[config.mk]
export PLATFORM = sky130hd
export DESIGN_NAME = memoryArray
export DESIGN_NICKNAME = d
export VERILOG_FILES = /design/src/hdl/mips_pkg.sv /design/src/hdl/memoryArray.sv
export VERILOG_INCLUDE_DIRS = /design/src /design/src/include
export SDC_FILE = /design/constraint.sdc
export NUM_CORES = 2
export LEC_CHECK = 0
export BUFFER_PORTS_ARGS = -buffer_cell sky130_fd_sc_hd__buf_2
export CELL_PAD_IN_SITES_DETAIL_PLACEMENT = 0
export CELL_PAD_IN_SITES_GLOBAL_PLACEMENT = 1
export CORE_ASPECT_RATIO = 2
export CORE_MARGIN = 8
export CORE_UTILIZATION = 35
export DETAILED_ROUTE_END_ITERATION = 10
export PLACE_DENSITY = 0.6
export SLEW_MARGIN = 20
export SYNTH_ARGS = -nofsm -noshare
export SYNTH_HDL_FRONTEND = slang
export SYNTH_SLANG_ARGS = --single-unit
[constraint.sdc]
create_clock -name clk -period 3.7 [get_ports clk]
set_clock_uncertainty 0.15 [all_clocks]
set_input_delay 0.74 -clock clk [delete_from_list [all_inputs] [get_ports clk]]
set_output_delay 0.74 -clock clk [all_outputs]
set_load 0.005 [all_outputs]
[src/include/mips_macros.svh]
`ifndef MIPS_MACROS_SVH
`define MIPS_MACROS_SVH

// Main opcodes, instruction bits 31:26
`define OP_RTYPE 6'h00 // Register format, operation chosen by funct
`define OP_ADDI  6'h08
`define OP_LW    6'h23
`define OP_SW    6'h2b
`define OP_BEQ   6'h04
`define OP_J     6'h02

// Funct codes for R-type, instruction bits 5:0
`define FUNCT_ADD 6'h20
`define FUNCT_SUB 6'h22
`define FUNCT_AND 6'h24
`define FUNCT_OR  6'h25
`define FUNCT_SLT 6'h2a

// Datapath word
`define WORD_WIDTH 32

// Memories are word addressed
`define IMEM_DEPTH 64
`define DMEM_DEPTH 64

// Wide enough for either memory
`define MEM_ADDR_WIDTH 6

`endif

[src/hdl/mips_pkg.sv]
`include "mips_macros.svh"

package mips_pkg;

	// Datapath word
	typedef logic [`WORD_WIDTH-1:0] wordT;

	// Register format view of an instruction word
	// Immediate is bits 15:0, jump target bits 25:0
	typedef struct packed {
		logic [5:0] opcode;
		logic [4:0] rs;
		logic [4:0] rt;
		logic [4:0] rd;
		logic [4:0] shamt; // Not executed
		logic [5:0] funct;
	} instrT;

	// ALU class from the main decoder
	typedef enum logic [1:0] {
		ALU_ADD   = 2'b00, // Address calc and addi
		ALU_SUB   = 2'b01, // Compare for beq
		ALU_FUNCT = 2'b10  // R-type, look at funct
	} aluOpT;

	// Operation actually executed by the ALU
	typedef enum logic [2:0] {
		FUNC_ADD,
		FUNC_SUB,
		FUNC_AND,
		FUNC_OR,
		FUNC_SLT
	} aluFuncT;

	typedef struct packed {
		logic  regWrite; // Write back to rt or rd
		logic  memToReg; // Write-back from load data
		logic  memRead;
		logic  memWrite;
		logic  isBranch; // Taken when ALU zero
		logic  regDst;   // 1 selects rd
		aluOpT aluOp;
		logic  aluSrc;   // 1 selects immediate
		logic  isJump;
	} ctrlT;

	// One store as seen outside the core
	typedef struct packed {
		logic [29:0] addr; // Word address
		wordT        data;
	} storeT;

endpackage

[src/hdl/memoryArray.sv]
`include "mips_macros.svh"

module memoryArray #(
	parameter type payloadT = mips_pkg::wordT,
	parameter int  depth    = `DMEM_DEPTH
) (
	input  logic                       clk,
	input  logic                       writeEnable,
	input  logic [`MEM_ADDR_WIDTH-1:0] writeAddr,
	input  payloadT                    writeData,
	input  logic [`MEM_ADDR_WIDTH-1:0] readAddr,
	output payloadT                    readData
);

	payloadT mem [depth]; // Contents undefined until written

	always_ff @(posedge clk) begin
		if (writeEnable) begin
			mem[writeAddr] <= writeData;
		end
	end

	assign readData = mem[readAddr]; // Asynchronous read

	// Catches an address width larger than the array
	assert property (@(posedge clk) writeEnable |-> (writeAddr < depth))
	else $error("memoryArray: write address %0d beyond depth %0d", writeAddr, depth);

endmodule

## Yosys cells after proc, flatten, opt, wreduce, memory -nomap -nowiden

Memory sizes are Yosys's and may differ from the RTL's.
Cells that the tools add are included.

| operators by class | value |
|---|---|
| add/sub/neg operators | 0 |
| $mul | 0 |
| div/mod/pow operators | 0 |
| magnitude comparators | 0 |
| equal/unequal tests | 0 |
| shifts and indexed selects | 0 |
| multiplexer cells | 2 |
| bitwise gates (word level) | 0 |
| reductions and logical operators | 0 |

Operators with widths:

| operator | count |
|---|---|
| $mux 1 | 2 |

| word-level totals | value |
|---|---|
| bits in registers | 0 |
| latch bits | 0 |
| RAM bits | 2048 |
| memory bits (read-only) | 0 |
| output and inout bits | 32 |
| memories kept | 1 |

Memories:

| memory | words | width | rd ports | clocked after memory_dff | write ports | RTL line | source |
|---|---|---|---|---|---|---|---|
| mem | 64 | 32 | 1 | 0 | 1 | memoryArray.sv:15 | `payloadT mem [depth];` |

## Longest topological paths before layout

| depth | value |
|---|---|
| word-level depth | 2 |
| gate-level depth with buffers | 10 |
| mapped depth without buffers | 5 |

## Worst setup path before layout

No wires, ideal clock.

| timing | value |
|---|---|
| path kind | input port to flip-flop |
| from | input port writeAddr[3] |
| to | memory mem[48][0] in the netlist's numbering, enable pin |
| setup time | 0.461 ns |
| arrival time | 3.439 ns |
| data required time | 3.089 ns |
| setup slack | -0.350 ns |
| stages | 4 |
| cell sequence | clkbuf_1 nor2b_1 nand4b_1 nor3_1 |

RTL lines:

| what | RTL line | source |
|---|---|---|
| from (decl) | memoryArray.sv:9 | `` input logic [`MEM_ADDR_WIDTH-1:0] writeAddr, `` |
| to (decl) | memoryArray.sv:15 |  |

No word-level cell before the write port.

==> results.md <==
- Worst Path Max Fanout: 7
- CTS tree: yes
- Core Rows: 245
- Crit path from: readAddr[0]
- RSZ-0062 raised after global routing: true
- Max cap viols: 0
- Die W: 350 µm
- Initial DRC count: 3785
- Synth warn: 0
- Synth-to-layout area growth: 20.0%
- Psw: 9.99 mW
- Final period utilization: 103%
- Largest regs: mem: 2048 flops
- Hold slack: approximately 0.25 ns
- CP arrival: 2.91 ns
- Io pins: 78
- Synth cell types: 33
- Sw Ratio: between 20% and 30%
- Slew Limit Fails: 0
- Most flops, register: mem
- Worst setup path endpoint: readData[14]
- Crit path required time: 2.81 ns
- PD cells: around 500 nW/µm²
- Setup CP Type: in -> out
- Comb power frac: 6.2%
- Final setup violation count: 28
- Synth async-reset ratio: 0%
- Initial DRT Pass Iterations: 5
- Htree depth: 4
- Largest net degree at the start of global routing: 65
- Crit-path slowest cell: mux4_2
- WL final: 204 mm
- F_max: around 260 MHz
- Min setup slack post-route: -0.0974 ns
- Crit path buf inv count: 6
- Sequential cell fraction of total power: 54.1%
- Syn_area_per_cell: about 24 µm²
- Root Buffer: clkbuf_16
- Crit-path most repeated cell: buf_16
- Fill cell count: 19182
- Critical-path cell list: buf_16 > buf_16 > buf_16 > buf_8 > mux4_2 > mux4_2 > o22ai_4 > buf_6 > nor2_4 > buf_2
- Port Buffers: between 70 and 80
- Clk buf depth: 3
- Leakage power: 29.0 nW
- Initial Util: 35.1%
- CTS Sinks: 2048
- HPWL Detailed: about 110 mm
- DR vias/cell: 5.41
- Max reg flops: ~2000
- GRT overflow: 0
- WL per Instance: 29.8 µm
- Seq/Total Area, Yosys: roughly four fifths
- Layout net count: 3787
- Die Y: 683 µm
- Synthesized area: between 70000 and 80000 µm²
- CP startpoint kind: primary input
- Initial antenna violation count: 12
- Total GRT Usage: between 10% and 20%
- VDD IR-drop max: 586 µV
- FF+latch count, synth: just over 2000
- GPL Wtd Cong: 0.756
- Clock Power Share: 39.6%
- Share of cells above drive strength 1: 36.6%
- Setup crit end kind: output pin
- Failing checks: negative setup slack
- Area of the die: approximately 240000 µm²
- Clock buffer count from CTS: 189
- Syn Nets: 3338
- Worst-margin pin slew: 1.04 ns
- Slew HR: a little under a third
- Cell count after synthesis: 3292
- Levels on crit path: 10
- Antenna viol nets, final: 0
- Worst Hold Class: in -> reg
- First-pass GRT wire length: between 200 and 300 mm
- Remaining DRCs: 0
- Vias in the first global route: 38757
- Clock Pin Slew Worst Setup and Hold Paths: 0.07 ns
- CP max stage delay: 0.50 ns
- Routed via count: 37088
- Internal power: 37.5 mW
- Post-synth EDFFs: roughly 2000
- Hold violation count in the final report: 0
- Minimum clock period: 3.80 ns
- Core region area: 222000 µm²
- Outcome: complete, but fails checks
- Design Power: between 40 and 50 mW
- Top delay family on crit path: multiplexers
- Main flop type after synthesis: edfxtp_1
==> placed cells by master (no fill, tap or decap), types with 6 or more instances in the layout <==
cell / netlist / routed
nor2_2: 0 / 13
o22ai_1: 84 / 48
buf_12: 0 / 127
clkbuf_16: 0 / 203
a21oi_2: 0 / 18
nor2_1: 137 / 43
nand2_1: 26 / 26
a22oi_1: 12 / 12
a311oi_1: 8 / 7
inv_6: 0 / 7
clkbuf_1: 74 / 38
nor2_4: 0 / 81
o22ai_4: 0 / 6
buf_16: 0 / 24
edfxtp_1: 2048 / 2048
bufinv_16: 0 / 12
buf_6: 5 / 46
o221ai_1: 27 / 22
buf_2: 57 / 40
clkinv_1: 0 / 41
nand2b_1: 8 / 7
nor2b_1: 15 / 15
clkinvlp_4: 0 / 7
mux2i_1: 93 / 88
o22ai_2: 0 / 30
buf_4: 25 / 191
mux4_2: 544 / 544
clkinv_2: 0 / 36
a21oi_1: 62 / 41
==> final cells by class <==
| type | count | area [µm²] | share of cell area, % |
|---|---|---|---|
| Antenna cell | 5 | 12.5 | 0.0134 |
| Timing Repair Buffer | 440 | 5630 | 6.03 |
| Tap cell | 2964 | 3710 | 3.97 |
| Clock buffer | 235 | 5070 | 5.43 |
| Multi-Input combinational cell | 1062 | 16700 | 17.8 |
| Sequential cell | 2048 | 61500 | 65.8 |
| Clock inverter | 107 | 843 | 0.903 |
==> per-stage QoR <==
stage | instance area [µm²] | setup TNS [ns] | cells | util (%) | worst slack, ns
after floorplan | 77900 | 0 | 3292 | - | 0.158
after global placement | 85400 | -6.63 | 6468 | 38.5 | -0.511
after detailed placement | 85400 | -6.81 | 6468 | 38.5 | -0.519
after CTS | 92600 | -2.17 | 6840 | 41.7 | -0.123
after global routing | 93400 | -2.45 | 6857 | 42.1 | -0.149
final | 93400 | -1.27 | 6861 | 42.1 | -0.0974
==> cell families (layout without fill, tap and decap cells) <==
group                  after synthesis  after routing  synth area share, %
AND/OR/NAND/NOR                    223            223                 1.28
other                                0              5                    0
buffers and inverters              182            782                 1.14
AO/OA/AOI/OAI                      202            202                 1.69
flip-flops                        2048           2048                 79.0
multiplexers                       637            637                 16.9
==> power by group through the flow <==
stage	clock, mW	combinational, mW	sequential, mW
after global routing	20.1	3.12	25.7
after global placement	0	2.62	26.2
final	18.8	2.95	25.7
after detailed placement	0	2.66	26.2
after floorplan	0	1.28	26.2
after CTS	19.2	2.87	25.7
==> how the worst min path moves through the flow <==
stage	startpoint	endpoint	depth (start not counted)
floorplan	writeData[0]	mem[0][0]$_DFFE_PP_	0
global placement	writeData[9]	mem[57][9]$_DFFE_PP_	1
detailed placement	writeData[9]	mem[61][9]$_DFFE_PP_	1
CTS	writeData[9]	mem[59][9]$_DFFE_PP_	1
global route	writeData[2]	mem[19][2]$_DFFE_PP_	1
finish	writeData[2]	mem[19][2]$_DFFE_PP_	1
==> synthesized netlist by cell type (4+ instances only) <==
cell type,number,area [µm²]
a21oi_1,62,310
a22oi_1,12,90.1
a311oi_1,8,70.1
a41o_1,4,40.0
and3_1,4,25.0
buf_1,21,78.8
buf_2,57,285
buf_4,25,188
buf_6,5,56.3
clkbuf_1,74,278
edfxtp_1,2048,61500
mux2i_1,93,931
mux4_2,544,12300
nand2_1,26,97.6
nand2b_1,8,50.1
nand3_1,5,25.0
nand3b_1,5,37.5
nor2_1,137,514
nor2b_1,15,93.8
nor3_1,7,35.0
o221ai_1,27,236
o22ai_1,84,526
o32ai_1,4,35.0
==> routing by layer <==
layer	GRT usage, %	vias up	wire length (µm)
met2	28.4	1181	102000
met1	23.1	20545	85100
met4	4.51	10	5090
met3	2.53	264	11900
li1	-	15088	-
met5	0	-	68
==> timing repair <==
action                     CTS  global route
setup buffers               24            14
resized for setup          161            99
setup endpoints to repair   32            32
pin swaps                   29            30
cloned                      10             6
hold endpoints to repair     0             0
hold buffers                 0             0
(Power assumes the default switching activity.)
