### src/include/mips_macros.svh
`ifndef MIPS_MACROS_SVH
`define MIPS_MACROS_SVH

// Main opcodes, instruction bits 31:26
`define OP_RTYPE 6'h00 // Register format, operation chosen by funct
`define OP_ADDI  6'h08
`define OP_LW    6'h23
`define OP_SW    6'h2b
`define OP_BEQ   6'h04
`define OP_J     6'h02

// Funct codes for R-type, instruction bits 5:0
`define FUNCT_ADD 6'h20
`define FUNCT_SUB 6'h22
`define FUNCT_AND 6'h24
`define FUNCT_OR  6'h25
`define FUNCT_SLT 6'h2a

// Datapath word
`define WORD_WIDTH 32

// Memories are word addressed
`define IMEM_DEPTH 64
`define DMEM_DEPTH 64

// Wide enough for either memory
`define MEM_ADDR_WIDTH 6

`endif

### src/hdl/mips_pkg.sv
`include "mips_macros.svh"

package mips_pkg;

	// Datapath word
	typedef logic [`WORD_WIDTH-1:0] wordT;

	// Register format view of an instruction word
	// Immediate is bits 15:0, jump target bits 25:0
	typedef struct packed {
		logic [5:0] opcode;
		logic [4:0] rs;
		logic [4:0] rt;
		logic [4:0] rd;
		logic [4:0] shamt; // Not executed
		logic [5:0] funct;
	} instrT;

	// ALU class from the main decoder
	typedef enum logic [1:0] {
		ALU_ADD   = 2'b00, // Address calc and addi
		ALU_SUB   = 2'b01, // Compare for beq
		ALU_FUNCT = 2'b10  // R-type, look at funct
	} aluOpT;

	// Operation actually executed by the ALU
	typedef enum logic [2:0] {
		FUNC_ADD,
		FUNC_SUB,
		FUNC_AND,
		FUNC_OR,
		FUNC_SLT
	} aluFuncT;

	typedef struct packed {
		logic  regWrite; // Write back to rt or rd
		logic  memToReg; // Write-back from load data
		logic  memRead;
		logic  memWrite;
		logic  isBranch; // Taken when ALU zero
		logic  regDst;   // 1 selects rd
		aluOpT aluOp;
		logic  aluSrc;   // 1 selects immediate
		logic  isJump;
	} ctrlT;

	// One store as seen outside the core
	typedef struct packed {
		logic [29:0] addr; // Word address
		wordT        data;
	} storeT;

endpackage

### src/hdl/registerFile.sv
module registerFile (
	input  logic           clk,
	input  logic           reset,
	input  logic           writeEnable,
	input  logic [4:0]     writeAddr,
	input  mips_pkg::wordT writeData,
	input  logic [4:0]     readAddrA,
	input  logic [4:0]     readAddrB,
	output mips_pkg::wordT readDataA,
	output mips_pkg::wordT readDataB
);

	mips_pkg::wordT regs [32];

	always_ff @(posedge clk) begin
		if (reset) begin
			for (int i = 0; i < 32; i++) begin
				regs[i] <= '0;
			end
		end else if (writeEnable && (writeAddr != 5'd0)) begin
			regs[writeAddr] <= writeData; // r0 never written
		end
	end

	// Combinational reads, r0 forced for clarity
	assign readDataA = (readAddrA == 5'd0) ? '0 : regs[readAddrA];
	assign readDataB = (readAddrB == 5'd0) ? '0 : regs[readAddrB];

	// Core must hold off write-back while the program loads
	assert property (@(posedge clk) reset |-> !writeEnable)
	else $error("registerFile: write to r%0d during reset", writeAddr);

endmodule

### config.mk
export PLATFORM = sky130hd
export DESIGN_NAME = registerFile
export DESIGN_NICKNAME = d
export VERILOG_FILES = /design/src/hdl/mips_pkg.sv /design/src/hdl/registerFile.sv
export VERILOG_INCLUDE_DIRS = /design/src /design/src/include
export SDC_FILE = /design/constraint.sdc
export NUM_CORES = 2
export LEC_CHECK = 0
export ABC_CLOCK_PERIOD_IN_PS = 5300
export BUFFER_PORTS_ARGS = -buffer_cell sky130_fd_sc_hd__buf_2
export CORE_MARGIN = 2
export CORE_UTILIZATION = 65
export DETAILED_ROUTE_END_ITERATION = 6
export GPL_ROUTABILITY_DRIVEN = 0
export PLACE_DENSITY = 0.82
export SKIP_LAST_GASP = 1
export SYNTH_ARGS = -nofsm -noshare
export SYNTH_HDL_FRONTEND = slang
export SYNTH_SLANG_ARGS = --single-unit
### constraint.sdc
create_clock -name clk -period 5.3 [get_ports clk]
set_clock_uncertainty 0.15 [all_clocks]
set_input_delay 1.06 -clock clk [delete_from_list [all_inputs] [get_ports clk]]
set_output_delay 1.06 -clock clk [all_outputs]
set_load 0.005 [all_outputs]
---- Yosys cells after proc, flatten, opt, wreduce, memory -nomap -nowiden ----
Memory sizes are Yosys's and may differ from the RTL's.
Index checks and enable logic that the tools add are counted.
word-level totals
  memories ................................ 1
  RAM bits ................................ 1024
  flip-flop bits (word level) ............. 0
operators by class
  reduce and logical (&&, ||, !) cells .... 5
  multiplexer cells ....................... 10
memory list
  memory  words  bits a word  read ports  clocked after memory_dff  write ports  RTL line            source
  regs    32     32           2           0                         32           registerFile.sv:13  mips_pkg::wordT regs [32];
operators by type and width
  kind                 number
  2-to-1 mux 32 bit    3
  OR reduction 32 bit  1
  zero test 5 bit      2
  2-to-1 mux 1 bit     6
  2-to-1 mux 5 bit     1
  nonzero test 5 bit   1
  logical AND 1 bit    1

---- Logic depth before layout (Yosys ltp) ----
  word-level depth ........................ 7
  mapped depth ............................ 9

---- Worst setup path before layout ----
Ideal clock, no wire load.
  kind .................................... input port to output port
  from .................................... input readAddrA[2]
  to ...................................... output readDataA[10]
  buffers on the path ..................... 3
  cell stages on the path ................. 7
  arrival ................................. 2690 ps
  required time ........................... 4090 ps
  setup slack ............................. 1400 ps
  cell sequence ........................... buf_2 > buf_2 > clkbuf_1 > mux4_2 > mux4_2 > o22ai_1 > nor3_1
on the way
  longest elaborated chain between the ends .. 2
  elaborated cells between the ends (all ways) .. 3
  classes of those cells .................. mux (1); reduce/logical (1); memory (1)
ends and longest elaborated chain
  what                                                            RTL line            source
  from (decl)                                                     registerFile.sv:7   input logic [4:0] readAddrA,
  memory (32 x 32 bit) / zero test 5 bit (equally long branches)  --
  2-to-1 mux 32 bit *                                             registerFile.sv:26  assign readDataA = (readAddrA == 5'd0) ? '0 : regs[readAddrA];
  to (decl)                                                       registerFile.sv:9   output mips_pkg::wordT readDataA,
Every way passes the cells marked *; elsewhere a longest branch is shown, timed or not.

---- Worst setup path after layout ----
  from .................................... input readAddrB[0]
  to ...................................... output readDataB[25]
on the way
  longest elaborated chain between the ends .. 2
  elaborated cells between the ends (all ways) .. 3
  classes of those cells .................. mux (1); reduce/logical (1); memory (1)
ends and longest elaborated chain
  what                                                            RTL line            source
  from (decl)                                                     registerFile.sv:8   input logic [4:0] readAddrB,
  memory (32 x 32 bit) / zero test 5 bit (equally long branches)  --
  2-to-1 mux 32 bit *                                             registerFile.sv:27  assign readDataB = (readAddrB == 5'd0) ? '0 : regs[readAddrB];
  to (decl)                                                       registerFile.sv:10  output mips_pkg::wordT readDataB
Marks and branches as above.

==> summary.txt <==
Run status
  • Status: complete, but fails checks
  • Failing checks: design-rule violations, negative setup slack

Die
  • Area of the die: 85800 um^2
  • Core Region: 82400 um^2
  • DIE HEIGHT: 293 um
  • Initial Utilization: 65.9%
  • I/O Pins: 114
  • Std cell rows: 105
  • Horiz. Die Dim: 293 um

Worst hold path
  • Hold WC Path Type: in -> reg

Timing
  • Final worst slack: -0.0935 ns
  • Setup Viol. Count Final: 2
  • RSZ-0062 raised after global routing: no
  • Period utilization: 102%
  • Slew at the pin closest to its max-slew limit: 1.26 ns
  • FMAX: 185 MHz
  • Final min period: 5.39 ns
  • Final Max Tran Viols: 0
  • Max-slew headroom: 16.0%
  • Fin. Hold Viols: 0
  • Min Hold Slack: 0.851 ns

Logic synthesis
  • Avg Inst Size Synth: 15.5 um^2
  • Distinct cells, synth: 42
  • Seq/Total Area, Yosys: 56.7%
  • Netlist Area Pre-Place: 54300 um^2
  • Flops & latches, synth: 1024
  • Post-synth ARST share: 0%
  • Share of the synthesized area in the top cell type: 56.7%
  • Cell count after synthesis: 3502
  • Main synth FF type: edfxtp_1
  • Area leader, netlist: edfxtp_1
  • Synth Warn #: 0
  • Top cells by area, synth: edfxtp_1 (57%), mux4_2 (20%), and2_1 (11%)
  • EDFF count, synth: 1024

Cells and area
  • Register area: 30700 um^2
  • Area taken by multi-input logic gates: 21900 um^2
  • Largest registers: regs: 1024 flops
  • Largest Register: regs
  • Fill count: 4832
  • Share of cells above drive strength 1: 28.3%
  • # nets final: 3590
  • Largest register FFs: 1024
  • Area Growth Syn to Fin: 10.2%
  • Fin util: 72.6%

GRT
  • GRT Residual Overflow: 0
  • Busiest grt layer: met2
  • Largest net degree at the start of global routing: 64
  • Global-route wire length before repair: 249000 um
  • GR Util All Layers: 40.8%
  • Met1 usage: 50.5%
  • Met3 Use GR: 11.8%
  • Vias in the first global route: 37176
  • GRT met2 Usage: 62.9%
  • Initial antenna violation count: 18

Pwr
  • Peak VDD IR: 321 uV
  • Leakage: 20.8 nW
  • Power per cell area: 329 nW/um^2

Drt
  • DR iter-0 viols: 6388
  • Pre-antenna DRT Iters: 7
  • Avg WL per Cell: 37.0 um
  • Detailed Route WL: 174000 um
  • Routed vias/inst: 7.69
  • Number of remaining DRC errors: 12
  • Total number of vias: 36153
  • Routed Antenna Nets: 0

Worst setup path
  • Worst EP arrival: 4.18 ns
  • Max incr delay on CP: 1.03 ns
  • Critical Path Sink Type: primary output
  • CP startpoint kind: input pin
  • Crit Path Category: in -> out
  • CP Buf/Inv Count: 3
  • Slowest stage cell on the critical path: a2111oi_1
  • Sequence of cells on the critical path: buf_8 > buf_12 > mux4_2 > a22o_1 > a2111oi_1 > nor3_1 > buf_2
  • CP required: 4.09 ns
  • Critical Path Fanout Max: 37
  • Family with the most delay on the worst path: compound AO/OA/AOI/OAI gates

Clock network
  • CTS clk-pin slew, worst paths: 0.06 ns
  • TritonCTS clock tree: yes
  • Cts bufs inserted: 104
  • Root buf cell: clkbuf_16
  • Post-CTS Repair Setup Buffers: 0
  • Max Buffers Root-to-Sink: 3
  • Clock sinks: 1024
  • CTS H-tree lvls: 3

Placed design
  • Post-DP HPWL: 103000 um
  • Port-buffer cells: 113

Run
  • Max-cap violation count: 0
==> final timing paths <==
kind / from / end / slack [ns] / cells past startpoint
hold / removal: writeData[13] / regs[19][13] / 0.85 / 2
setup / recovery: readAddrB[0] / readDataB[25] / -0.09 / 7
==> power breakdown <==
part	leakage, nW	switching (mW)	internal (mW)
clock network	1.72	3.19	4.50
logic	9.37	1.35	1.00
registers	9.75	0.264	9.37
==> Yosys cell counts, types with 14 or more instances <==
master and count:
a2111oi_0 14, a2111oi_1 41, a22o_1 51, a22oi_1 16
and2_1 995, buf_2 46, buf_4 38, buf_6 21
clkbuf_1 271, edfxtp_1 1024, mux2_2 30, mux2i_1 150
mux4_2 472, nor2_1 36, nor2b_1 14, nor3_1 54
o22ai_1 103, or2_2 33
==> area by class of cell <==
class	instances	share of cell area (%)
Sequential cell	1024	51.4
Clock inverter	70	1.31
Antenna cell	7	0.0293
Inverter	2	0.0126
Tap cell	1070	2.24
Timing Repair Buffer	288	3.78
Clock buffer	119	4.55
Multi-Input combinational cell	2120	36.7
==> cells by family after synthesis <==
| logic type | count (synthesis) | synth area share, % |
|---|---|---|
| buf+inv | 389 | 3.35 |
| compound gates | 259 | 3.65 |
| flops | 1024 | 56.7 |
| other cells | 1 | 0.00691 |
| mux | 652 | 23.0 |
| simple gates | 1177 | 13.3 |
==> cell usage in the layout, fill, tap and decap left out, types with 19 or more instances in the layout <==
master	netlist	layout
edfxtp_1	1024	1024
and2_1	995	994
mux4_2	472	472
mux2i_1	150	150
buf_4	38	149
clkbuf_16	0	107
buf_2	46	107
o22ai_1	103	103
nor3_1	54	54
a22o_1	51	51
a2111oi_1	41	41
or2_2	33	33
nor2_2	0	32
conb_1	1	32
mux2_2	30	30
buf_12	0	27
clkinv_2	0	25
clkinv_1	0	19
==> through the flow <==
| step | worst slack, ns | cell area, um^2 | std cells | TNS [ns] | power, mW |
|---|---|---|---|---|---|
| finish | -0.0935 | 59800 | 4700 | -0.0978 | 19.7 |
| global route | 0.0151 | 59800 | 4694 | 0 | 20.0 |
| CTS | 0.204 | 59800 | 4693 | 0 | 19.5 |
| detailed placement | 0.266 | 56300 | 4504 | 0 | 12.0 |
| global placement | 0.263 | 56300 | 4504 | 0 | 11.9 |
| floorplan | 1.40 | 54400 | 3533 | 0 | 11.1 |
==> layer usage <==
metal  vias to the layer above  part of all wire, %  routed length [um]
met1                     17944                   31               53400
met3                       914                   15               25800
met5                         -                0.085                 147
met2                      3639                   46               79600
met4                        22                  8.5               14800
li1                      13634                    -                   -
==> repair_timing <==
action | in CTS | in global routing
gates resized for setup | 0 | 2
setup endpoints to repair | 0 | 2
hold buffers | 0 | 0
Note: power is estimated with default switching activity, not from simulation.
