`config.mk`:
```
export PLATFORM = sky130hd
export DESIGN_NAME = control
export DESIGN_NICKNAME = d
export VERILOG_FILES = /design/src/hdl/mips_pkg.sv /design/src/hdl/control.sv
export VERILOG_INCLUDE_DIRS = /design/src /design/src/include
export SDC_FILE = /design/constraint.sdc
export NUM_CORES = 1
export LEC_CHECK = 0
export BUFFER_PORTS_ARGS = -buffer_cell sky130_fd_sc_hd__buf_4
export CORE_AREA = 8 8 45 47
export DETAILED_ROUTE_END_ITERATION = 6
export DIE_AREA = 0 0 53 55
export GPL_TIMING_DRIVEN = 0
export REMOVE_ABC_BUFFERS = 1
export SLEW_MARGIN = 20
export SYNTH_ARGS = -nofsm -noshare
export SYNTH_HDL_FRONTEND = slang
export SYNTH_SLANG_ARGS = --single-unit
```
`constraint.sdc`:
```
create_clock -name vclk -period 0.9
set_input_delay 0.09 -clock vclk [all_inputs]
set_output_delay 0.09 -clock vclk [all_outputs]
set_load 0.01 [all_outputs]
```
`src/include/mips_macros.svh`:
```
`ifndef MIPS_MACROS_SVH
`define MIPS_MACROS_SVH

// Main opcodes, instruction bits 31:26
`define OP_RTYPE 6'h00 // Register format, operation chosen by funct
`define OP_ADDI  6'h08
`define OP_LW    6'h23
`define OP_SW    6'h2b
`define OP_BEQ   6'h04
`define OP_J     6'h02

// Funct codes for R-type, instruction bits 5:0
`define FUNCT_ADD 6'h20
`define FUNCT_SUB 6'h22
`define FUNCT_AND 6'h24
`define FUNCT_OR  6'h25
`define FUNCT_SLT 6'h2a

// Datapath word
`define WORD_WIDTH 32

// Memories are word addressed
`define IMEM_DEPTH 64
`define DMEM_DEPTH 64

// Wide enough for either memory
`define MEM_ADDR_WIDTH 6

`endif

```
`src/hdl/mips_pkg.sv`:
```
`include "mips_macros.svh"

package mips_pkg;

	// Datapath word
	typedef logic [`WORD_WIDTH-1:0] wordT;

	// Register format view of an instruction word
	// Immediate is bits 15:0, jump target bits 25:0
	typedef struct packed {
		logic [5:0] opcode;
		logic [4:0] rs;
		logic [4:0] rt;
		logic [4:0] rd;
		logic [4:0] shamt; // Not executed
		logic [5:0] funct;
	} instrT;

	// ALU class from the main decoder
	typedef enum logic [1:0] {
		ALU_ADD   = 2'b00, // Address calc and addi
		ALU_SUB   = 2'b01, // Compare for beq
		ALU_FUNCT = 2'b10  // R-type, look at funct
	} aluOpT;

	// Operation actually executed by the ALU
	typedef enum logic [2:0] {
		FUNC_ADD,
		FUNC_SUB,
		FUNC_AND,
		FUNC_OR,
		FUNC_SLT
	} aluFuncT;

	typedef struct packed {
		logic  regWrite; // Write back to rt or rd
		logic  memToReg; // Write-back from load data
		logic  memRead;
		logic  memWrite;
		logic  isBranch; // Taken when ALU zero
		logic  regDst;   // 1 selects rd
		aluOpT aluOp;
		logic  aluSrc;   // 1 selects immediate
		logic  isJump;
	} ctrlT;

	// One store as seen outside the core
	typedef struct packed {
		logic [29:0] addr; // Word address
		wordT        data;
	} storeT;

endpackage

```
`src/hdl/control.sv`:
```
`include "mips_macros.svh"

module control (
	input  logic             clk,    // Only for the checker
	input  logic             reset,
	input  logic [5:0]       opcode,
	output mips_pkg::ctrlT   ctrl
);

	always_comb begin
		ctrl = '0; // Unknown opcode falls through as a no-op
		case (opcode)
			`OP_RTYPE: begin
				ctrl.regWrite = 1'b1;
				ctrl.regDst   = 1'b1; // Destination in rd
				ctrl.aluOp    = mips_pkg::ALU_FUNCT;
			end
			`OP_ADDI: begin
				ctrl.regWrite = 1'b1;
				ctrl.aluOp    = mips_pkg::ALU_ADD;
				ctrl.aluSrc   = 1'b1;
			end
			`OP_LW: begin
				ctrl.regWrite = 1'b1;
				ctrl.memToReg = 1'b1;
				ctrl.memRead  = 1'b1;
				ctrl.aluOp    = mips_pkg::ALU_ADD; // Base plus offset
				ctrl.aluSrc   = 1'b1;
			end
			`OP_SW: begin
				ctrl.memWrite = 1'b1;
				ctrl.aluOp    = mips_pkg::ALU_ADD;
				ctrl.aluSrc   = 1'b1;
			end
			`OP_BEQ: begin
				// Subtract so that zero means rs equals rt
				ctrl.isBranch = 1'b1;
				ctrl.aluOp    = mips_pkg::ALU_SUB;
			end
			`OP_J: begin
				ctrl.isJump = 1'b1;
			end
			default: begin
				ctrl = '0;
			end
		endcase
	end

	// Next-PC mux in the core has no priority between these two
	assert property (@(posedge clk) disable iff (reset)
		!(ctrl.isJump && ctrl.isBranch))
	else $error("control: jump and branch decoded together, opcode %h", opcode);

endmodule

```
Word-level counts from Yosys, hierarchy flattened
Index checks and enable logic that the tools add are counted.
{ "word_totals": {"reg_bits": 0, "in_bits": 8, "output_inout_bits": 10, "wordCells": 16} }
{ "op_classes": {"n_eq_ne": 5, "muxes": 8, "reduce_logical": 3} }
{ "op_table": {"columns": ["op", "n"], "rows": [
  ["$eq A6 B6 Y1 const B", 2],
  ["$eq A6 B2 Y1 const B", 1],
  ["$eq A6 B3 Y1 const B", 1],
  ["$eq A6 B4 Y1 const B", 1],
  ["$logic_not A6 Y1", 1],
  ["$mux W1", 6],
  ["$reduce_or A3 Y1", 2],
  ["$pmux W2 S2", 1],
  ["$mux W2", 1]
]} }

Longest topological paths before layout
Gate-level depths: netlist (run 1).
{ "depth": {"depth_word": 3, "mapped_depth": 3, "ltp_nobuf": 2} }

Worst setup path after synthesis (run 1)
OpenSTA, ideal clock, no wires.
{ "synth_path": {"path_kind": "in2out", "startpoint": "input port opcode[5]", "endpoint": "output port ctrl[4] (netlist name)", "t_arrival_ns": 1.162, "required_time_ns": 0.810, "slack_ns": -0.352, "path_stages": 3, "path_buffers": 1, "cell_sequence": "or3_1 > nor4_1 > buf_4"} }
{ "synth_rtl": {"columns": ["element", "line_no", "text"], "rows": [
  ["start: declaration", "control.sv:6", "input logic [5:0] opcode,"],
  ["end: declaration", "control.sv:7", "output mips_pkg::ctrlT ctrl"]
]} }

==> results of run 1 <==
==> cells in the final DEF (no fill, tap or decap), drive strengths merged <==
cell / instances
a211oi: 2
or4b: 2
or3: 1
nor4b: 3
nor3: 1
nand4b: 1
nand3: 1
buf: 18
nor4: 2
==> stage by stage <==
step	hold slack (ns)	utilization [%]	std cells
floorplan	0.2077	-	13
global placement	0.4584	17.63	45
detailed placement	0.4574	17.63	45
CTS	0.4335	24.50	47
global route	0.4421	27.03	47
finish	0.4311	27.03	47
==> timing repair <==
item / CTS / global route
setup endpoints to repair: 8 / 9
buffers inserted: 2 / 0
pin swaps: 6 / 3
gates resized for setup: 16 / 6
==> cells in the mapped netlist, drive strengths merged <==
cell / number
nand4b: 1
or3: 1
or4b: 2
nor4b: 3
nor4: 2
buf: 2
nand3: 1
a211oi: 2
clkbuf: 1
nor3: 1
==> cell type report <==
cell class	instances	area (µm²)
fill	142	1010
tap	16	20.02
timing repair buffer	18	173.9
multi-input combinational	13	180.2
==> worst min-delay path: cells and delay by family <==
family	cells	cell delay [ns]
buffers and inverters	2	0.21
and+or+nand+nor	1	0.04
==> routing by layer <==
metal  global-route usage [%]  vias to the layer above
met5                        0                        -
met4                        0                        0
met3                    2.139                        0
met2                    8.984                       10
met1                    2.564                       97
li1                         -                       98
==> worst min path at each step <==
stage | from | to | cells past startpoint
2_1_floorplan | opcode[4] | ctrl[1] | 1
3_3_place_gp | opcode[0] | ctrl[0] | 3
3_5_place_dp | opcode[0] | ctrl[0] | 3
6_report | opcode[0] | ctrl[0] | 3
5_1_grt | opcode[0] | ctrl[0] | 3
4_1_cts | opcode[0] | ctrl[0] | 3
==> cells by family (layout without fill, tap and decap cells) <==
logic type,after synthesis,count (layout),share of synthesized area (%)
simple gates,11,11,67.68
compound gates,2,2,16.16
buf+inv,3,18,16.15
==> where the power goes <==
part / internal [µW] / switching [µW] / total (µW)
logic: 63.6 / 53.3 / 117
registers: 0 / 0 / 0
clock network: 0 / 0 / 0
==> implementation parameters, run 1 <==
Parameter                              Value

Pwr
  Maximum vdd ir drop    between 0.06 and 0.07 mV
  Power Dens Cells    between 300 and 400 nW/µm²
  Total power consumption of the routed design    around 120 µW
  Leakage power total    between 0.0001 and 0.00015 µW

Setup path
  Kind of critical path    input pin to primary output
  CP Max Fanout    5
  Kind of launch point of the worst setup path    input pin
  Critical-path top delay cell    or4b_4
  Startpoint of the most critical setup path    opcode[1]
  Family with the most delay on the worst path    simple AND/OR/NAND/NOR gates
  Cells along the critical path    buf_8, or4b_4, a211oi_2, buf_4
  Count of cell instances traversed by the critical path    4
  WP buf/inv    2
  Data required, critical path    approximately 0.81 ns
  Data arrival, critical path    1.06 ns
  Critical Path End Type    primary output
  Critical path's largest stage delay    between 0.5 and 0.6 ns
  Termination of the worst setup path    ctrl[1]

Outcome
  Violations in the final reports    setup timing
  Result of the run    complete, but fails checks

Synthesis
  Area share of the leading cell type in the synthesized netlist    21.21%
  Part of the Yosys area used for sequential elements    0%
  Synth unique cells    11
  Gate Count Post-Synth    16
  Cells taking the most area after synthesis    nor4b_1 21%, or4b_1 16%, buf_4 12%, a211oi_2 10%, nor4_1 10%
  Synth warnings    0
  Synthesized area per cell    about 7.7 µm²
  Cell type with the highest aggregate area in the netlist    nor4b_1
  Cell area after synthesis    123.9 µm²

STA
  Hold Violations, Final    0
  Final worst slack    -0.2519 ns
  F_max    868.1 MHz
  Total Neg Setup Slack    -1.306 ns
  Crit share post-route    128.0%
  Worst relative slew slack    a little over four fifths
  Crit path time final    ~1.2 ns
  Worst-Margin Slew    0.2354 ns
  Setup Viol. Count Final    9
  Number of pins with negative max-slew slack in the final report    0
  RSZ-0062 raised after global routing    true

Die
  Chip Width    53 µm
  Floorplan die area    2915 µm²
  CORE AREA    ~1400 µm²
  Effective utilization at floorplan    just under 9%
  # IOs    18
  Number of placement rows    14
  DIE HEIGHT    roughly 55 µm

Drt
  Met3 wire length    ~110 µm
  Final routed wirelength across all metal layers    approximately 670 µm
  Total via count in the routed design    205
  ANT nets after route    0
  Initial DRT Pass Iterations    1
  Top routing layer in use    met3
  Count of routing violations after the opening detailed-route iteration    0
  Metal1 wirelength    approximately 170 µm
  Post-DR wirelength/cell    approximately 14 µm
  Routed wl met2    388 µm
  Per-cell via count in the routed design    approximately 4.4
  Number of remaining DRC errors    0

Cells and area
  Final standard cell area without fillers    374.1 µm²
  Count of clock buffers in the final design    0
  Layout area overhead    202.0%
  Seq. cell area    0 µm²
  Proportion of layout cells with a drive suffix above 1    between 90% and 100%
  Layout Nets    41
  Number of sequential storage elements    0
  Antenna diode count    0

Clock tree
  Cts hold-fix bufs    0

Place
  Post-detailed-placement half-perimeter wirelength    approximately 440 µm
  Worst setup slack before clock tree synthesis    -0.3482 ns
  Placed cell area    244.0 µm²
  Count of input and output buffers    16
  Final Wtd Congestion    between 0.7 and 0.8

Flow run
  Number of max-cap violations    0

Global route
  Number of antenna violations at the first check in global routing    0
  Total gr overflow    0
  First-pass GRT wire length    roughly 900 µm
  Global-route total usage across every layer    between 3 and 4%
  Pin count of the biggest net entering global routing    9
  Number of global-route vias before repair    between 150 and 200

Worst hold path
  Hold/Removal Path Class    input pin to primary output
No activity file was read; power rests on OpenSTA's default activity.
==> run 2, diff against run 1 <==
--- a/config.mk
+++ b/config.mk
@@ -7,10 +7,10 @@
 export NUM_CORES = 1
 export LEC_CHECK = 0
 export BUFFER_PORTS_ARGS = -buffer_cell sky130_fd_sc_hd__buf_4
+export CAP_MARGIN = 30
 export CORE_AREA = 8 8 45 47
 export DETAILED_ROUTE_END_ITERATION = 6
 export DIE_AREA = 0 0 53 55
-export GPL_TIMING_DRIVEN = 0
 export REMOVE_ABC_BUFFERS = 1
 export SLEW_MARGIN = 20
 export SYNTH_ARGS = -nofsm -noshare
==> run 2 against run 1 <==
  * The run still ends with setup timing left
  * Design area up 3.3%
  * Via count up 7.3%
  * Sequential share of layout area unchanged
  * Critical endpoint unchanged
  * Core utilization up 0.90 points
  * Die area unchanged
  * Combinational power up 5%
==> implementation parameters, run 2 (synthesis gave the netlist of run 1 again) <==
Parameter                              Value

STA
  Final worst slack    -0.2680 ns
  Hold Violations, Final    0
  Worst relative slew slack    a little under nine tenths
  F_max    about 860 MHz
  Crit share post-route    129.8%
  Setup Viol. Count Final    10
  Crit path time final    around 1.2 ns
  Number of pins with negative max-slew slack in the final report    0
  Worst-Margin Slew    between 0.2 and 0.25 ns
  RSZ-0062 raised after global routing    true

Die
  CORE AREA    ~1400 µm²
  Number of placement rows    14
  # IOs    18
  Floorplan die area    about 2900 µm²
  Effective utilization at floorplan    about 9%
  Chip Width    around 53 µm
  DIE HEIGHT    approximately 55 µm

Cells and area
  Antenna diode count    0
  Most common cell after layout, fill and taps aside    buf_4
  Seq. cell area    0 µm²
  Util after Layout    between 20% and 30%
  Most used cells in the layout excluding fill and tap cells    16 x buf_4, 4 x buf_6, 2 x nor4_4, 2 x nor4b_4, 2 x a211oi_2
  Number of sequential storage elements    0
  Proportion of layout cells with a drive suffix above 1    between 90% and 100%
  Layout Nets    between 40 and 50
  Layout area overhead    212.1%
  Count of clock buffers in the final design    0
  Combined area of the multi-input logic cells    201.4 µm²
  Fill cell instance count of the final layout    150

Drt
  Total via count in the routed design    220
  Final routed wirelength across all metal layers    about 700 µm
  Initial DRT Pass Iterations    2
  ANT nets after route    0
  Number of remaining DRC errors    0
  Per-cell via count in the routed design    4.490
  Count of routing violations after the opening detailed-route iteration    1
  Post-DR wirelength/cell    14.31 µm

Global route
  Met2 track demand over resource in global routing    approximately 9.2%
  Total gr overflow    0
  Number of global-route vias before repair    roughly 230
  Number of antenna violations at the first check in global routing    0
  Met3 GRT Util    between 1 and 1.5%
  Most Crowded Layer GR    met2
  Met1 Usage GRT    under 10%
  Global-route total usage across every layer    under 10%
  First-pass GRT wire length    between 1000 and 1500 µm
  Pin count of the biggest net entering global routing    8

Setup path
  Family with the most delay on the worst path    simple AND/OR/NAND/NOR gates
  Data required, critical path    a little over 0.8 ns
  Kind of critical path    input pin to primary output
  Kind of launch point of the worst setup path    input pin
  WP buf/inv    2
  Cells along the critical path    buf_6, or4b_4, a211oi_2, buf_4
  Critical-path top delay cell    or4b_4
  Data arrival, critical path    roughly 1.1 ns
  Critical Path End Type    primary output
  CP Max Fanout    3
  Critical path's largest stage delay    roughly 0.53 ns

Pwr
  Power Dens Cells    between 300 and 400 nW/µm²
  Leakage power total    approximately 0.00015 µW
  Maximum vdd ir drop    0.08900 mV

Flow run
  Number of max-cap violations    0

Worst hold path
  Hold/Removal Path Class    input pin to primary output

Outcome
  Violations in the final reports    setup timing
  Result of the run    complete, but fails checks

Place
  Worst setup slack before clock tree synthesis    -0.3466 ns
  Count of input and output buffers    16
  Post-detailed-placement half-perimeter wirelength    between 500 and 600 µm
  Final Wtd Congestion    0.7498

Clock tree
  Cts hold-fix bufs    0
## run 2: cell types whose count changed in the layout (fill, tap and decap cells not counted)
cell	before	now
buf_12	1	0
nand3_1	1	0
buf_4	13	16
nand3_4	0	1
nor4_2	1	0
buf_6	1	4
nor4_4	1	2
buf_8	3	0
## run 2: area by class of cell
type | instances | area share (%)
well taps | 16 | 5.178
multi-input cells | 13 | 52.10
repair buffers | 20 | 42.72
## run 2: routing by layer
| layer | vias up | share of wire [%] |
|---|---|---|
| met5 | - | 0 |
| met1 | 107 | 31 |
| met3 | 0 | 15 |
| met4 | 0 | 0 |
| li1 | 103 | - |
| met2 | 10 | 54 |
## run 2: what timing repair did
item,CTS,global route
gates cloned,0,0
endpoints found under the setup margin,10,10
buffers inserted,0,0
resized for setup,10,9
pin swaps,4,2
## run 2: stage by stage
stage | hold WS, ns | setup TNS, ns | cells | power [µW] | cell area (µm²)
global route | 0.4694 | -1.875 | 49 | 131.3 | 386.6
global placement | 0.4555 | -2.263 | 49 | 77.30 | 274.0
floorplan | 0.2077 | -1.248 | 13 | 17.53 | 103.9
finish | 0.4573 | -1.387 | 49 | 122.9 | 386.6
detailed placement | 0.4682 | -2.444 | 49 | 80.32 | 274.0
CTS | 0.4476 | -1.880 | 49 | 98.90 | 325.3
## run 2: worst paths after layout
| kind | from | end | slack, ns | depth (start not counted) |
|---|---|---|---|---|
| hold / removal | opcode[5] | ctrl[0] | 0.46 | 3 |
| setup / recovery | opcode[0] | ctrl[1] | -0.27 | 4 |
## run 2: report_power, final
group / total, µW / switching [µW] / internal [µW]
Clock: 0 / 0 / 0
Sequential: 0 / 0 / 0
Combinational: 123 / 62.3 / 60.6
Total: 123 / 62.3 / 60.6
