### config.mk
export PLATFORM = sky130hd
export DESIGN_NAME = alu
export DESIGN_NICKNAME = d
export VERILOG_FILES = /design/src/hdl/mips_pkg.sv /design/src/hdl/alu.sv
export VERILOG_INCLUDE_DIRS = /design/src /design/src/include
export SDC_FILE = /design/constraint.sdc
export NUM_CORES = 1
export LEC_CHECK = 0
export BUFFER_PORTS_ARGS = -buffer_cell sky130_fd_sc_hd__buf_2
export CORE_UTILIZATION = 30
export DETAILED_ROUTE_END_ITERATION = 7
export GPL_TIMING_DRIVEN = 0
export PLACE_DENSITY = 0.48
export SLEW_MARGIN = 15
export SYNTH_ARGS = -nofsm -noshare
export SYNTH_HDL_FRONTEND = slang
export SYNTH_SLANG_ARGS = --single-unit
### constraint.sdc
create_clock -name vclk -period 3.9
set_input_delay 0.195 -clock vclk [all_inputs]
set_output_delay 0.195 -clock vclk [all_outputs]
set_load 0.005 [all_outputs]
### src/include/mips_macros.svh
`ifndef MIPS_MACROS_SVH
`define MIPS_MACROS_SVH

// Main opcodes, instruction bits 31:26
`define OP_RTYPE 6'h00 // Register format, operation chosen by funct
`define OP_ADDI  6'h08
`define OP_LW    6'h23
`define OP_SW    6'h2b
`define OP_BEQ   6'h04
`define OP_J     6'h02

// Funct codes for R-type, instruction bits 5:0
`define FUNCT_ADD 6'h20
`define FUNCT_SUB 6'h22
`define FUNCT_AND 6'h24
`define FUNCT_OR  6'h25
`define FUNCT_SLT 6'h2a

// Datapath word
`define WORD_WIDTH 32

// Memories are word addressed
`define IMEM_DEPTH 64
`define DMEM_DEPTH 64

// Wide enough for either memory
`define MEM_ADDR_WIDTH 6

`endif

### src/hdl/mips_pkg.sv
`include "mips_macros.svh"

package mips_pkg;

	// Datapath word
	typedef logic [`WORD_WIDTH-1:0] wordT;

	// Register format view of an instruction word
	// Immediate is bits 15:0, jump target bits 25:0
	typedef struct packed {
		logic [5:0] opcode;
		logic [4:0] rs;
		logic [4:0] rt;
		logic [4:0] rd;
		logic [4:0] shamt; // Not executed
		logic [5:0] funct;
	} instrT;

	// ALU class from the main decoder
	typedef enum logic [1:0] {
		ALU_ADD   = 2'b00, // Address calc and addi
		ALU_SUB   = 2'b01, // Compare for beq
		ALU_FUNCT = 2'b10  // R-type, look at funct
	} aluOpT;

	// Operation actually executed by the ALU
	typedef enum logic [2:0] {
		FUNC_ADD,
		FUNC_SUB,
		FUNC_AND,
		FUNC_OR,
		FUNC_SLT
	} aluFuncT;

	typedef struct packed {
		logic  regWrite; // Write back to rt or rd
		logic  memToReg; // Write-back from load data
		logic  memRead;
		logic  memWrite;
		logic  isBranch; // Taken when ALU zero
		logic  regDst;   // 1 selects rd
		aluOpT aluOp;
		logic  aluSrc;   // 1 selects immediate
		logic  isJump;
	} ctrlT;

	// One store as seen outside the core
	typedef struct packed {
		logic [29:0] addr; // Word address
		wordT        data;
	} storeT;

endpackage

### src/hdl/alu.sv
`include "mips_macros.svh"

module alu (
	input  mips_pkg::aluOpT aluOp,
	input  logic [5:0]      funct,
	input  mips_pkg::wordT  a,
	input  mips_pkg::wordT  b,
	output mips_pkg::wordT  result,
	output logic            zero
);

	mips_pkg::aluFuncT func;

	// Operation select from class and funct
	always_comb begin
		case (aluOp)
			mips_pkg::ALU_ADD: func = mips_pkg::FUNC_ADD;
			mips_pkg::ALU_SUB: func = mips_pkg::FUNC_SUB;
			mips_pkg::ALU_FUNCT: begin
				case (funct)
					`FUNCT_ADD: func = mips_pkg::FUNC_ADD;
					`FUNCT_SUB: func = mips_pkg::FUNC_SUB;
					`FUNCT_AND: func = mips_pkg::FUNC_AND;
					`FUNCT_OR:  func = mips_pkg::FUNC_OR;
					`FUNCT_SLT: func = mips_pkg::FUNC_SLT;
					default:    func = mips_pkg::FUNC_ADD; // Unsupported funct adds
				endcase
			end
			default: func = mips_pkg::FUNC_ADD; // Code 11 unused
		endcase
	end

	// Datapath
	always_comb begin
		case (func)
			mips_pkg::FUNC_ADD: result = a + b;
			mips_pkg::FUNC_SUB: result = a - b;
			mips_pkg::FUNC_AND: result = a & b;
			mips_pkg::FUNC_OR:  result = a | b;
			mips_pkg::FUNC_SLT: begin
				// Signed compare, result is 1 or 0
				result = mips_pkg::wordT'($signed(a) < $signed(b));
			end
			default: result = a + b;
		endcase
	end

	assign zero = (result == '0); // Used by beq

endmodule

# Word level (Yosys, flattened, before mapping)
# Index checks and enable logic that the tools add are counted.
[word_totals] reg_bits=0 input_bits=72 output_inout_bits=33 elab_cells=19
[op_classes] n_addsub=2 n_lt_le_gt_ge=1 n_eq_ne=10 n_mux=3 bitwise=2 n_reduce_logical=1
[ops] operator="case mux 32 bit (4 select lines)" count=1
[ops] operator="adder 32 bit" count=1
[ops] operator="bitwise AND 32 bit" count=1
[ops] operator="logical NOT 32 bit" count=1
[ops] operator="less-than comparator 32 bit" count=1
[ops] operator="OR 32 bit" count=1
[ops] operator="subtractor 32 bit" count=1
[ops] operator="== test 6 bit, second input constant" count=4
[ops] operator="case mux 3 bit (4 select lines)" count=1
[ops] operator="== test 3 x 2 -> 1 bit, second input constant" count=2
[ops] operator="case mux 3 bit (2 select lines)" count=1
[ops] operator="== test 3 x 1 -> 1 bit, second input constant" count=1
[ops] operator="== test 3 bit, second input constant" count=1
[ops] operator="== test 2 x 1 -> 1 bit, second input constant" count=1
[ops] operator="== test 2 bit, second input constant" count=1

# Logic depth before layout (Yosys ltp)
# Gate-level depths: netlist of run 1.
[logic_depth] depth_word=6 ltp_mapped=16 mapped_depth_nobuf=14

# Worst setup path after synthesis of run 1
# Ideal clock, no wire load.
[synth_path] path_type="input -> output" from="input port a[15]" to="output port zero" t_arrival_ns=3.855 required_ns=3.705 setup_slack_ns=-0.150 stages=13 path_cell_list="inv_1 > ha_1 > or3_4 > or4_1 > or3_1 > o211a_2 > o311a_1 > or4_4 > o32a_1 > a41o_1 > or4_1 > nor4_2 > and3_1"
[synth_between] elab_chain_len=3 elab_cells_between_ends=7 cone_classes="add/sub (2); order compare (1); mux (1); bitwise (2); reduce/logical (1)"
[synth_lines] item="start, declared" line="alu.sv:6" source="input mips_pkg::wordT a,"
[synth_lines] item="adder 32 bit / subtractor 32 bit (equally long branches)" line="alu.sv:36, alu.sv:44, alu.sv:37"
[synth_lines] item="case mux 32 bit (4 select lines) (*)" line="alu.sv:35" source="case (func)"
[synth_lines] item="net result[20]" line="alu.sv:8" source="output mips_pkg::wordT result,"
[synth_lines] item="logical NOT 32 bit (*)" line="alu.sv:48" source="assign zero = (result == '0);"
[synth_lines] item="end, declared" line="alu.sv:9" source="output logic zero"
# Mark *: on every way through the listed nets, which the timed path passes. The rest lies on a longest branch.

# Final worst setup path of run 1
[layout_path] from="input port a[0]" to="output port zero"
[layout_between] elab_chain_len=3 elab_cells_between_ends=7 cone_classes="add/sub (2); order compare (1); mux (1); bitwise (2); reduce/logical (1)"
[layout_lines] item="adder 32 bit, or another cell as far along" line="alu.sv:36, alu.sv:44"
[layout_lines] item="case mux 32 bit (4 select lines) (*)" line="alu.sv:35"
[layout_lines] item="logical NOT 32 bit (*)" line="alu.sv:48"
# Mark *: on every way between the ends. The rest lies on a longest branch, timed or not.

==> impl_metrics.toml, run 1 <==
[setup_path]
cp-startpoint = "a[0]"
critPathLaunchType = "primary input"
critical_path_class = "in2out"
cp_max_fo = 5
arrival_ns = 4.26
cp.required_ns = 3.70
cp-end-kind = "output pin"

[sta]
setup_viol = 1
slew_viol_final = 0
max_freq_ghz = 0.225
worstMarginPinSlew_ns = 0.857
setup_slack_ns = -0.554
hold_viol = 0
fin_crit_sh_pct = 114
tns_ns = -0.554
rsz0062_at_grt = "yes"
period_needed_ns = 4.45
slew_headroom_pct = 42.3

[hold_path]
holdPathEnd = "result[31]"
hold_path.class = "in2out"
hold_path_depth = 5
hold_start = "b[31]"

[synthesis]
netlist_top_cells_count = "ha_1 (98), inv_1 (95), a21oi_1 (74)"
synth_nets = 959
ys_seq_area_share_pct = 0
synth_most_common_cell = "ha_1"
syn-instance-count = 787
synth_area_sq_um = 5130
syn_avg_cell_area_sq_um = 6.52
yosysWarnings = 0
yosys.area.top_type_share_pct = 23.9
synth.area.top_cells = "ha_1 (24%), a21oi_1 (7.2%), inv_1 (6.9%), nor2_1 (5.3%), o21ai_0 (4.4%)"
synth_top_area_cell = "ha_1"
synthDistinctLibCells = 69

[floorplan]
initial_core_util_pct = 30.8
die_w_um = 133
ios = 105
core_sq_um = 16600
rows = 47
die_area_sq_um = 17600
die_h_um = 133

[layout]
fin_cells = 1119
fin_nets = 1073
n_antenna_cell = 0
design.seq.count = 0
nClkBuffers = 0
drive_gt1_share_pct = 21.5
seqCellArea_sq_um = 0
area_growth_pct = 23.8

[pwr]
power.total_w = 0.000995
power_density_nw_per_um2 = 157
leakagePower_nw = 2.93
ir_worst_vdd_uv = 49.7

[drt]
routed_wl_mm = 20.6
num_vias = 6410
via_per_inst = 5.73
drt_first_pass_iters = 5
drt_iter0_drc = 551
wl_per_cell_um = 18.4
ant_nets = 0
drc = 0

[global_routing]
grt_overflow_total = 0
grt_max_degree = 11
antenna_found_initial = 1
grtUsageTotal_pct = 22.2
grt_pass1_wl_mm = 31.8
grt_pass1_vias = 6012

[placement]
placed_cells = 1111
dp_hpwl_mm = 16.6
gp_congestion = 0.953
io_buffer_count = 104

[outcome]
status = "complete, but fails checks"
failed_checks = "negative setup slack"

[flow_run]
cap_violations = 0
==> kinds of logic (layout without fill, tap and decap cells) <==
group                      after synthesis  count (layout)  share of synthesized area, %
and+or+nand+nor                        254             254                          25.0
xor gates and xnor gates                 2               2                         0.341
adders and majority gates              100             100                          24.7
buffers and inverters                  141             253                          10.4
AOI/OAI and AO/OA                      288             288                          39.2
muxes                                    2               2                         0.390
==> power breakdown <==
group	switching [W]	internal, W	total, W
combinational	0.000604	0.000390	0.000995
sequential	0	0	0
clock	0	0	0
total	0.000604	0.000390	0.000995
==> how the worst max path moves through the flow <==
stage                     endpoint  slack, ns  cells after the start
after detailed placement      zero      -1.36                     15
after CTS                     zero      -0.56                     15
after global placement        zero      -1.44                     15
final                         zero      -0.55                     15
after floorplan               zero     -0.002                     13
after global routing          zero      -0.63                     16
==> repair_timing <==
| item | 4_1_cts | 5_1_grt |
|---|---|---|
| setup buffers | 6 | 4 |
| pin swaps | 6 | 7 |
| endpoints found under the setup margin | 13 | 5 |
| hold buffers | 0 | 0 |
| resized for setup | 53 | 30 |
==> worst max-delay path: stages <==
cell and delay (ns):
buf_2 0.11, ha_1 0.24, fa_1 0.45, a211oi_2 0.30
o211ai_1 0.22, buf_4 0.22, a21oi_4 0.23, o21bai_1 0.16
a221o_1 0.32, a221o_1 0.41, nor4_4 0.32, or4b_2 0.66
nor3_1 0.15, and3_1 0.16, buf_2 0.10
==> metrics by stage <==
stage	hold WS (ns)	utilization, %	setup WS [ns]	instance area [sq um]
final	0.922	38.2	-0.554	6350
after global routing	0.974	38.2	-0.632	6350
after CTS	0.939	37.4	-0.562	6220
after detailed placement	0.934	35.7	-1.36	5950
after global placement	0.945	35.7	-1.44	5930
after floorplan	0.640	-	-0.00155	5140
==> cell usage in the layout, fill, tap and decap left out, types with 8 or more instances in the layout <==
| cell type | Yosys | routed |
|---|---|---|
| o221ai_1 | 11 | 10 |
| nor2_1 | 72 | 70 |
| inv_1 | 95 | 94 |
| nor4_1 | 12 | 10 |
| a21oi_1 | 74 | 71 |
| nand3_1 | 19 | 19 |
| clkbuf_2 | 0 | 9 |
| a221o_1 | 14 | 14 |
| a221oi_1 | 11 | 10 |
| o211ai_1 | 13 | 13 |
| nand2_1 | 53 | 53 |
| o21bai_1 | 14 | 13 |
| o22ai_1 | 9 | 8 |
| clkbuf_1 | 37 | 24 |
| a21o_1 | 11 | 11 |
| nor2b_1 | 11 | 10 |
| buf_2 | 5 | 105 |
| o21ai_0 | 45 | 40 |
| nand2b_1 | 9 | 9 |
| a31oi_1 | 8 | 8 |
| nor3_1 | 25 | 22 |
| buf_4 | 0 | 12 |
| ha_1 | 98 | 96 |
==> layout make-up <==
type                       count  area, sq um
fill                        1879        10300
inverter                      95          357
tap                          220          275
timing repair buffer         114          614
buffer                        44          210
multi-input combinational    646         4900
==> per-layer routing <==
metal	part of all wire, %	vias up	track usage [%]	wire, um
met5	0.063	-	0	13
met4	1.7	2	4.98	359
met3	5.8	30	2.07	1200
met2	46	220	37.5	9460
met1	46	3009	30.3	9520
li1	-	3149	-	-
(Power assumes the default switching activity.)
==> run 2: changes to the inputs <==
- CORE_UTILIZATION: 30 -> 53
- PLACE_DENSITY: 0.48 -> 0.78
==> impl_metrics.toml, run 2 (synthesized netlist as in run 1, its figures left out) <==
[setup_path]
cp_slowest_stage_delay_ns = 0.51
cp.required_ns = 3.70
arrival_ns = 4.29
critPathLaunchType = "primary input"
critical_path_class = "in2out"
cp_max_fo = 7
cp-startpoint = "a[15]"
critical_path.cell_chain = "buf_2 > inv_1 > ha_1 > or3_4 > or4_1 > or3_4 > o211a_4 > o311a_1 > or4_4 > o32a_1 > a41o_1 > or4_4 > nor4_4 > and3_1 > buf_2"
cp_slowest_cell = "or4_4"
cp-end-kind = "output pin"

[placement]
dp_hpwl_mm = 14.0
gp_congestion = 0.998
io_buffer_count = 104
postPlaceCellArea_sq_um = 5830

[floorplan]
rows = 35
die_h_um = 100
initial_core_util_pct = 55.0
core_sq_um = 9330
ios = 105
die_area_sq_um = 10100
die_w_um = 100

[clocking]
holdBufCountCts = 0

[layout]
seqCellArea_sq_um = 0
area_growth_pct = 18.3
n_antenna_cell = 0
layout.cells.most_common = "buf_2"
fillers = 915
layout_common_cells = "buf_2 (107), ha_1 (98), inv_1 (95)"
drive_gt1_share_pct = 19.8
nClkBuffers = 0
stdcell_area_sq_um = 6070
design.seq.count = 0
fin_nets = 1065

[drt]
drt_iter0_drc = 741
ant_nets = 0
drc = 0
drt_first_pass_iters = 7
via_per_inst = 6.60
wl_per_cell_um = 17.5
routed_wl_mm = 17.9
num_vias = 6736

[hold_path]
hold_path.class = "in2out"
hold_start = "b[30]"

[global_routing]
grtUsageTotal_pct = 34.0
grt_pass1_wl_mm = 28.2
grt_pass1_vias = 5970
grt_max_degree = 11
grt_overflow_total = 0
antenna_found_initial = 0

[outcome]
failed_checks = "negative setup slack"
status = "complete, but fails checks"

[sta]
setup_viol = 1
worstMarginPinSlew_ns = 0.780
setup_slack_ns = -0.582
max_freq_ghz = 0.223
tns_ns = -0.582
slew_viol_final = 0
slew_headroom_pct = 47.5
rsz0062_at_grt = "yes"
period_needed_ns = 4.48
whs_ns = 0.948
fin_crit_sh_pct = 115
hold_viol = 0

[pwr]
leakagePower_nw = 2.87
ir_worst_vdd_uv = 86.5
sw_frac_of_total_pct = 61.0
power_density_nw_per_um2 = 156
p_seq_share_pct = 0
intPower_w = 0.000370
p_switching_w = 0.000579
pwr-share-clk_pct = 0
comb_power_share_pct = 100.0

[flow_run]
cap_violations = 0
[run 2: path summary, 6_finish.rpt]
path | endpoint | cells after the start
worst max-delay path | zero | 15
worst min-delay path | result[30] | 4
[run 2: worst max-delay path: cells and delay by family]
family	cells	cell delay (ns)
buf+inv	3	0.26
fa+ha+maj	1	0.30
compound gates	4	0.89
simple gates	7	2.64
[run 2: area by class of cell]
class / count / area (sq um) / area share [%]
multi-input combinational: 646 / 4810 / 79.3
timing repair buffer: 108 / 551 / 9.07
inverter: 95 / 357 / 5.88
buffer: 42 / 188 / 3.09
tap: 129 / 161 / 2.66
[run 2: power groups by stage]
| stage | clock, W | sequential, W | combinational, W |
|---|---|---|---|
| finish | 0 | 0 | 0.000949 |
| global placement | 0 | 0 | 0.000858 |
| CTS | 0 | 0 | 0.000889 |
| detailed placement | 0 | 0 | 0.000867 |
| global route | 0 | 0 | 0.00103 |
| floorplan | 0 | 0 | 0.000586 |
[run 2: metal layers]
| layer | vias to the layer above | share of wire (%) | GRT usage (%) |
|---|---|---|---|
| li1 | 3129 | - | - |
| met1 | 3053 | 42 | 45.9 |
| met2 | 470 | 42 | 53.3 |
| met3 | 84 | 12 | 6.75 |
| met4 | 0 | 4.4 | 12.7 |
| met5 | - | 0 | 0 |
[run 2: repair_timing]
action                                 in CTS  in global routing
setup endpoints to repair                  14                 10
pin swaps                                   0                  4
gates resized for setup                    24                 38
buffers inserted                            0                  4
endpoints found under the hold margin       0                  0
[run 2: per-stage QoR]
step	worst slack (ns)	utilization [%]	total power, W	std cells
detailed placement	-1.11	62.5	0.000867	1020
global placement	-1.10	62.4	0.000858	1020
finish	-0.582	65.1	0.000949	1020
floorplan	-0.00155	-	0.000586	787
CTS	-0.555	63.5	0.000889	1020
global route	-0.668	65.1	0.00103	1020
